[config.mk]
export PLATFORM = sky130hd
export DESIGN_NAME = icache_controller
export DESIGN_NICKNAME = d
export VERILOG_FILES = /design/src/source/icache_addr_pkg.sv /design/src/source/icache_line_pkg.sv /design/src/source/icache_controller.sv
export SDC_FILE = /design/constraint.sdc
export NUM_CORES = 1
export LEC_CHECK = 0
export BUFFER_PORTS_ARGS = -buffer_cell sky130_fd_sc_hd__buf_2
export CAP_MARGIN = 20
export CELL_PAD_IN_SITES_DETAIL_PLACEMENT = 2
export CELL_PAD_IN_SITES_GLOBAL_PLACEMENT = 2
export CORE_AREA = 2 2 201 203
export CTS_BUF_LIST = sky130_fd_sc_hd__clkbuf_8
export DETAILED_ROUTE_END_ITERATION = 16
export DIE_AREA = 0 0 203 205
export HOLD_SLACK_MARGIN = 0.03
export MAX_ROUTING_LAYER = met4
export PLACE_DENSITY_LB_ADDON = 0.1
export SETUP_SLACK_MARGIN = 0.5
export SYNTH_ARGS = -nofsm -noshare
export SYNTH_HDL_FRONTEND = slang
export SYNTH_SLANG_ARGS = --single-unit
[constraint.sdc]
create_clock -name clk -period 6.75 [get_ports clk]
set_input_delay 0.675 -clock clk [delete_from_list [all_inputs] [get_ports clk]]
set_output_delay 0.675 -clock clk [all_outputs]
set_load 0.005 [all_outputs]
[src/source/icache_addr_pkg.sv]
package icache_addr_pkg;

    // Geometry of the 64-bit fetch address.
    localparam int tag_w      = 54;
    localparam int index_w    = 6;
    localparam int offset_w   = 4;
    localparam int word_sel_w = 2;
    localparam int num_sets   = 64;

    // The core and the next level see one flat address.
    // The lookup splits the same word into its fields.
    typedef union packed
    {
        logic [63:0] flat;
        struct packed
        {
            logic [tag_w-1:0]               tag;
            logic [index_w-1:0]             index;
            logic [word_sel_w-1:0]          word_sel;
            logic [offset_w-word_sel_w-1:0] byte_sel;
        } fields;
    } fetch_addr_t;

endpackage

[src/source/icache_line_pkg.sv]
package icache_line_pkg;

    // One instruction word.
    typedef logic [31:0] instr_t;

    // Four words per line, word 0 at the lowest address.
    typedef instr_t [3:0] line_t;

    // Tag kept per set.
    typedef logic [icache_addr_pkg::tag_w-1:0] tag_t;

endpackage

[src/source/icache_controller.sv]
`timescale 1ns/1ns

module icache_controller
(
    input  logic                                 clk,
    input  logic                                 nrst,
    input  logic                                 fetch_valid,
    input  icache_addr_pkg::fetch_addr_t         fetch_addr,
    input  logic                                 flush,
    output logic                                 instr_valid,
    output icache_line_pkg::instr_t              instr,
    output logic                                 stall,
    output logic                                 l2_req,
    output icache_addr_pkg::fetch_addr_t         l2_addr,
    input  logic                                 l2_ready,
    input  icache_line_pkg::line_t               l2_line,
    output icache_addr_pkg::fetch_addr_t         lookup_addr,
    input  logic                                 hit,
    output logic                                 rd_en,
    output icache_addr_pkg::fetch_addr_t         rd_addr,
    input  icache_line_pkg::instr_t              rd_word,
    output logic                                 fill,
    output logic [icache_addr_pkg::index_w-1:0]  fill_index,
    output icache_line_pkg::tag_t                fill_tag
);

    localparam logic [1:0] S_IDLE        = 2'd0;
    localparam logic [1:0] S_RESPOND     = 2'd1;
    localparam logic [1:0] S_MISS_WAIT   = 2'd2;
    localparam logic [1:0] S_REFILL_RESP = 2'd3;

    logic [1:0]                   state;
    logic                         hit_q;
    logic                         pend_valid;
    icache_addr_pkg::fetch_addr_t req_addr;
    icache_addr_pkg::fetch_addr_t pend_addr;
    icache_line_pkg::instr_t      refill_word;

    logic                         new_lookup;
    logic                         park;
    logic                         replay;

    // A fetch that lands while a miss is still being decided is parked
    // and looked up again once the refill is done.
    assign park   = fetch_valid && (state == S_RESPOND) && !hit_q;
    assign replay = (state == S_REFILL_RESP) && pend_valid;

    assign new_lookup = replay ||
                        (fetch_valid && (state == S_IDLE)) ||
                        (fetch_valid && (state == S_RESPOND) && hit_q);

    assign lookup_addr = replay ? pend_addr : fetch_addr;
    assign rd_en       = new_lookup;
    assign rd_addr     = lookup_addr;

    // Core stall and next-level request span the whole miss.
    assign stall  = (state == S_MISS_WAIT) || (state == S_REFILL_RESP);
    assign l2_req = stall;
    assign l2_addr = {req_addr.fields.tag, req_addr.fields.index,
                      {icache_addr_pkg::offset_w{1'b0}}};

    assign fill       = (state == S_MISS_WAIT) && l2_ready;
    assign fill_index = req_addr.fields.index;
    assign fill_tag   = req_addr.fields.tag;

    always_ff @(posedge clk or negedge nrst)
    begin
        if (!nrst)
        begin
            state       <= S_IDLE;
            hit_q       <= 1'b0;
            pend_valid  <= 1'b0;
            instr_valid <= 1'b0;
        end
        else
        begin
            instr_valid <= 1'b0;
            case (state)
                S_IDLE:
                begin
                    if (new_lookup)
                        state <= S_RESPOND;
                end
                S_RESPOND:
                begin
                    instr_valid <= hit_q;
                    if (!hit_q)
                        state <= S_MISS_WAIT;
                    else if (!new_lookup)
                        state <= S_IDLE;
                end
                S_MISS_WAIT:
                begin
                    if (l2_ready)
                        state <= S_REFILL_RESP;
                end
                default:
                begin
                    instr_valid <= 1'b1;
                    state       <= replay ? S_RESPOND : S_IDLE;
                end
            endcase

            if (new_lookup)
                hit_q <= hit;

            if (park)
                pend_valid <= 1'b1;
            else if (replay)
                pend_valid <= 1'b0;
        end
    end

    always_ff @(posedge clk)
    begin
        if (new_lookup)
            req_addr <= lookup_addr;
        if (park)
            pend_addr <= fetch_addr;
        // Requested word kept from the line as it arrives.
        if (fill)
            refill_word <= l2_line[req_addr.fields.word_sel];
        if ((state == S_RESPOND) && hit_q)
            instr <= rd_word;
        else if (state == S_REFILL_RESP)
            instr <= refill_word;
    end

    assert property (@(posedge clk) disable iff (!nrst) stall |-> !fetch_valid)
        else $error("icache_controller: fetch while stalled");

    assert property (@(posedge clk) disable iff (!nrst) l2_ready |-> l2_req)
        else $error("icache_controller: l2_ready without l2_req");

    assert property (@(posedge clk) disable iff (!nrst) stall |-> !flush)
        else $error("icache_controller: flush while stalled");

endmodule

**Yosys cells after proc, flatten, opt, wreduce, memory -nomap -nowiden**

Index checks and enable logic that the tools add are counted.

- Register bits after elaboration: 197
- Bits in latches: 0
- Bits in writable memories: 0
- Bits in read-only memories: 0
- Input port bits: 230
- Memories: 0

- Add/subtract/negate cells: 0
- Multiply operators: 0
- Div/mod/pow operators: 0
- $lt $le $gt $ge: 1
- Equality and inequality tests: 6
- Shift operators: 0
- Muxes and demuxes: 14
- Bitwise logic cells: 0
- Reduce and logical (&&, ||, !) cells: 16

Operator list:

| cell | number |
|---|---|
| $mux W32 | 3 |
| $bmux W32 S2 | 1 |
| $mux W64 | 1 |
| $mux W2 | 4 |
| $logic_and A1 B1 Y1 | 7 |
| $pmux W2 S3 | 1 |
| $eq A2 B2 Y1 const B | 2 |
| $ne A2 B2 Y1 const B | 2 |
| $reduce_bool A2 Y1 | 2 |
| $logic_or A1 B1 Y1 | 3 |
| $lt A2 B3 Y1 const B | 1 |
| $mux W1 | 3 |
| $ne A3 B3 Y1 const B | 1 |
| $reduce_and A3 Y1 | 1 |
| $eq A2 B1 Y1 const B | 1 |
| $logic_not A2 Y1 | 1 |
| $pmux W1 S2 | 1 |
| $reduce_or A2 Y1 | 1 |
| $logic_not A1 Y1 | 1 |

**Longest topological paths before layout**

- Depth after elaboration: 7
- Mapped depth: 5

**Worst setup path after synthesis**

OpenSTA, ideal clock, no wires.

- Path type: register -> register
- From: register state[1]
- To: register pend_addr[0] (netlist bit), enable pin
- Setup time: 578 ps
- Data arrival time: 5333 ps
- Data required time: 6172 ps
- Setup slack: 839 ps
- Stages on the path, launching flop included: 3
- Path buffers: 1
- Cells stage by stage: dfrtp_1 > clkbuf_1 > nor3b_1

- Cells in the longest elaborated chain, start to end: 3

Ends and longest elaborated chain:

| item | RTL line | text |
|---|---|---|
| from (decl) | icache_controller.sv:32 | `logic [1:0] state;` |
| from (signal assigned) | icache_controller.sv:100 | `state <= replay ? S_RESPOND : S_IDLE;` |
| $eq A2 B1 Y1 | icache_controller.sv:45 | `assign park = fetch_valid && (state == S_RESPOND) && !hit_q;` |
| $logic_and A1 B1 Y1 (2 in a row) | icache_controller.sv:45 |  |
| via park | icache_controller.sv:40 | `logic park;` |
| to (signal assigned) | icache_controller.sv:119 | `pend_addr <= fetch_addr;` |
| to (decl) | icache_controller.sv:36 | `icache_addr_pkg::fetch_addr_t pend_addr;` |

The timed path passes the listed nets, and every way through them passes these cells.
A chain may end at the register's enable or synchronous reset.

==> results.md <==
- Once layout is complete, the utilization of the core stands at 29.83%.
- After layout, the minimum clock period comes to between 3000 and 4000 ps.
- The starting utilization of the core area is 24.07%.
- The origin of the critical flop-to-flop path is state[1].
- The die is 205 um tall.
- Setup violations remaining at the end of the flow were counted as 0.
- The mean cell area of the mapped netlist is 17.07 sq um.
- For the worst setup path, the data arrival time is between 3000 and 4000 ps.
- By area the synthesized netlist is led by edfxtp_1, buf_4, mux4_2, mux2_2, mux2_4.
- Setup repair after global routing left no endpoint under its margin.
- The maximum operating frequency is 0.2625 GHz.
- The number of buffers added by the clock tree synthesis step is 17.
- The floorplan die area is approximately 42,000 sq um.
- In this run the tool buffered the top-level ports with 513 buffer cells.
- Global routing finished with a remaining overflow of 0.
- Clock tree synthesis found a total of 195 sinks.
- The synthesized design spends more area on one cell type than any other, namely edfxtp_1.
- Walking the worst path, the cells encountered are nand3_4 > buf_4 > mux2_2 > buf_2.
- VDD sags by at most 0.0001470 V.
- The number of gates resized after CTS is 0.
- The static leakage is between 0.005 and 0.006 uW.
- The number of fill cells in the layout is approximately 4,300.
- The worst setup path is of the reg2out kind.
- The number of placed instances, taps included, is around 1,400.
- Max-cap violations in this run came to 0.
- The total core area is around 39,000 sq um.
- Measured along the x axis, the die boundary spans 203 um.
- The area fraction of the dominant cell type after synthesis is about three fifths.
- Along the worst path, the maximum fanout reaches 35.
- The total number of placement rows is 73.
- The via count of the first global-routing pass is 6,117.
- The initial antenna violation count came to 9.
- The critical hold path startpoint is fetch_addr[17].
- The total number of nets in the final design is 1,119.
- Across all hold checks on the routed design, the worst slack comes to 363.7 ps.
- Across all layers, the routed design uses 5,708 vias.
- In the synthesized netlist the async set-or-reset flop fraction comes to under 10%.
- For this run, design rule violations remaining after detail routing come to 0.
- The clock root buffer master is clkbuf_8.
- In the final timing run, aggregate negative setup slack is 0 ps.
- The headroom to the max-slew limit is about 34%.
- The number of hold buffers added after CTS was 1.
- The total of warnings raised by yosys is 0.
- The total power density per cell area is between 300 and 400 nW/um^2.
- After synthesis the cells add up to 9475 sq um.
- The weighted congestion at the end of routability-driven global placement is 0.7007.
- The via-per-instance ratio is 3.975.
- The final count of pins violating max slew is 0.
- The largest individual stage delay along the critical path comes from the cell dfrtp_1.
- Summed over all layers, the routed wires come to around 29,000 um.
- Together, buffers and inverters on the worst path number 2.
- The first-pass iteration count of the detailed router is 4.
- On the final layout, the worst clock skew is 12.06 ps.
- Synthesis handed over a netlist of between 500 and 600 instances.
- The clock-pin transition on the worst setup and hold timing paths is 110 ps.
- Entering global routing, the biggest net connects between 60 and 70 pins.
- The logic gate share of total power is a little under a third.
- The fraction of final layout cells with drive strength greater than 1 is 75.94%.
- At the pin with the least slew margin, the transition time is 982.1 ps.
- STA puts the critical path data required time at 6070 ps.
- The count of endpoints failing hold in the final timing report is 0.
- In this run the count of I/O pins placed on the die edge is between 500 and 600.
- The worst hold path terminates at pend_addr[17].
- The placed wire-length estimate is 23,150 um.
- In this run the deepest clock path goes through 2 buffers.
- Internal power comes to about 2800 uW.
- The count of buffers added by post-CTS timing repair for setup is 0.
- The proportion of synthesized chip area in sequential cells is 61.53%.
- The hold path depth is 1.
- The global-route wire length before repair is roughly 41,000 um.
- Dividing the detail-routed wire length by the instance count gives 20.24 um.
- The share of total power dissipated in the clock network is between 20% and 30%.
- The share of total power consumed by net switching is 30.94%.
- In this run, synthesis inferred 190 flip-flops with an integrated enable.
- The clock latency at the later pin of the worst-skew pair is 490 ps.
- Synthesis instantiated 25 different standard cells from the library.
- The number of violations reported at the end of detailed-routing iteration 0 is 151.
- The count of nets left with antenna violations once routing finished came out at 0.
- The CTS H-tree depth is 4.
- The global-route usage over all layers is 14.25%.
- The worst setup path is captured at an output port.
- The setup check on the worst reg-to-reg path leaves a slack of 3900 ps.
- The worst hold-check path type is in2reg.
- The run finished with clean final reports.
- Once layout is done, the placed cells without fillers occupy 11,740 sq um.
- In this run the power spent charging and discharging nets is around 1200 uW.
- After layout, the worst path uses 56.44% of the clock period.
- The library cell with the highest instance count after synthesis is buf_4.
- The final cell count without fillers is 1,436.
- The commonest cells after synthesis are buf_4, edfxtp_1, mux2_2, mux2_4, mux4_2.
- On the worst path, the slowest cell contributes a delay of 790 ps.
- The number of cells traversed by the worst register-to-register path is 3.
- Of the total power, registers draw 46.4%.
- After synthesis the netlist holds a flip-flop and latch count of 195.
- The worst register-to-register path ends at req_addr[39].
- The family with the most delay on the worst path is flip-flops.
- The startpoint kind of the worst setup timing path is a register.
- The clock tree from TritonCTS is built.
- The standard cell area after detailed placement is 11,250 sq um.
- The most common flop cell mapped by yosys is edfxtp_1.
- The signed area change from the synthesized netlist to the final layout is 23.94%.
[area by class of cell]
cell class | instances | area (sq um) | share of cell area (%)
repair buffers | 521 | 2630 | 22.39
clock buffers | 17 | 234.0 | 1.992
multi-input cells | 153 | 2136 | 18.19
well taps | 525 | 656.9 | 5.593
diodes | 9 | 22.52 | 0.1918
flip-flops and latches | 195 | 5831 | 49.65
inverters | 1 | 3.754 | 0.03196
clock inverters | 15 | 230.2 | 1.960
[registers in the layout (all words and copies together), names as in the netlist]
name         cells
instr           32
refill_word     32
state            2
hit_q            1
instr_valid      1
req_addr        62
pend_valid       1
pend_addr       64
[power by group through the flow]
| stage | logic (uW) | registers, uW | clock network [uW] |
|---|---|---|---|
| floorplan | 978 | 1890 | 0 |
| global placement | 1310 | 1890 | 0 |
| detailed placement | 1310 | 1900 | 0 |
| CTS | 1310 | 1880 | 950 |
| global route | 1390 | 1910 | 986 |
| finish | 1260 | 1870 | 902 |
[logic make-up (layout without fill, tap and decap cells)]
| logic type | Yosys count | in the layout | synth area share [%] |
|---|---|---|---|
| buffers and inverters | 210 | 554 | 16.37 |
| flip-flops | 195 | 195 | 61.53 |
| multiplexers | 130 | 130 | 20.78 |
| AND/OR/NAND/NOR | 10 | 10 | 0.6733 |
| AO/OA/AOI/OAI | 9 | 9 | 0.5942 |
| other | 1 | 13 | 0.03958 |
[worst max-delay path by stage]
stage | start | end | slack (ps) | cells past startpoint
after floorplan | state[1] | pend_addr[0] | 840 | 2
after global placement | state[1] | rd_addr[19] | 3380 | 4
after detailed placement | state[1] | rd_addr[19] | 3370 | 4
after CTS | state[1] | rd_addr[19] | 2780 | 4
after global routing | state[1] | rd_addr[19] | 2650 | 4
final | state[1] | rd_addr[19] | 2940 | 4
[worst register-to-register path: cells and delay by family, from the launching register on]
family          cells  cell delay [ps]
flops               1              790
buf+inv             1              680
simple gates        1              660
compound gates      1              220
[cell usage in the layout, fill, tap and decap left out, drive strengths merged, types with 3 or more instances in the layout]
master and count:
dfrtp 5, buf 520, mux2 97, inv 4
conb 4, clkinv 5, mux4 32, nand2 3
diode 9, edfxtp 190, bufinv 5, clkbuf 17
[layer usage]
layer,wire (um),GRT usage [%],vias to the layer above
met5,0,-,-
met4,264,3.206,0
met3,2824,6.204,15
met2,15260,24.98,309
met1,10710,14.78,2832
li1,-,-,2552
[metrics by stage]
stage                     total power [uW]  setup WS, ps
after global placement                3201          3376
after global routing                  4287          2654
after detailed placement              3214          3375
final                                 4028          2940
after floorplan                       2872         839.3
after CTS                             4141          2775
Note: power is estimated with default switching activity, not from simulation.
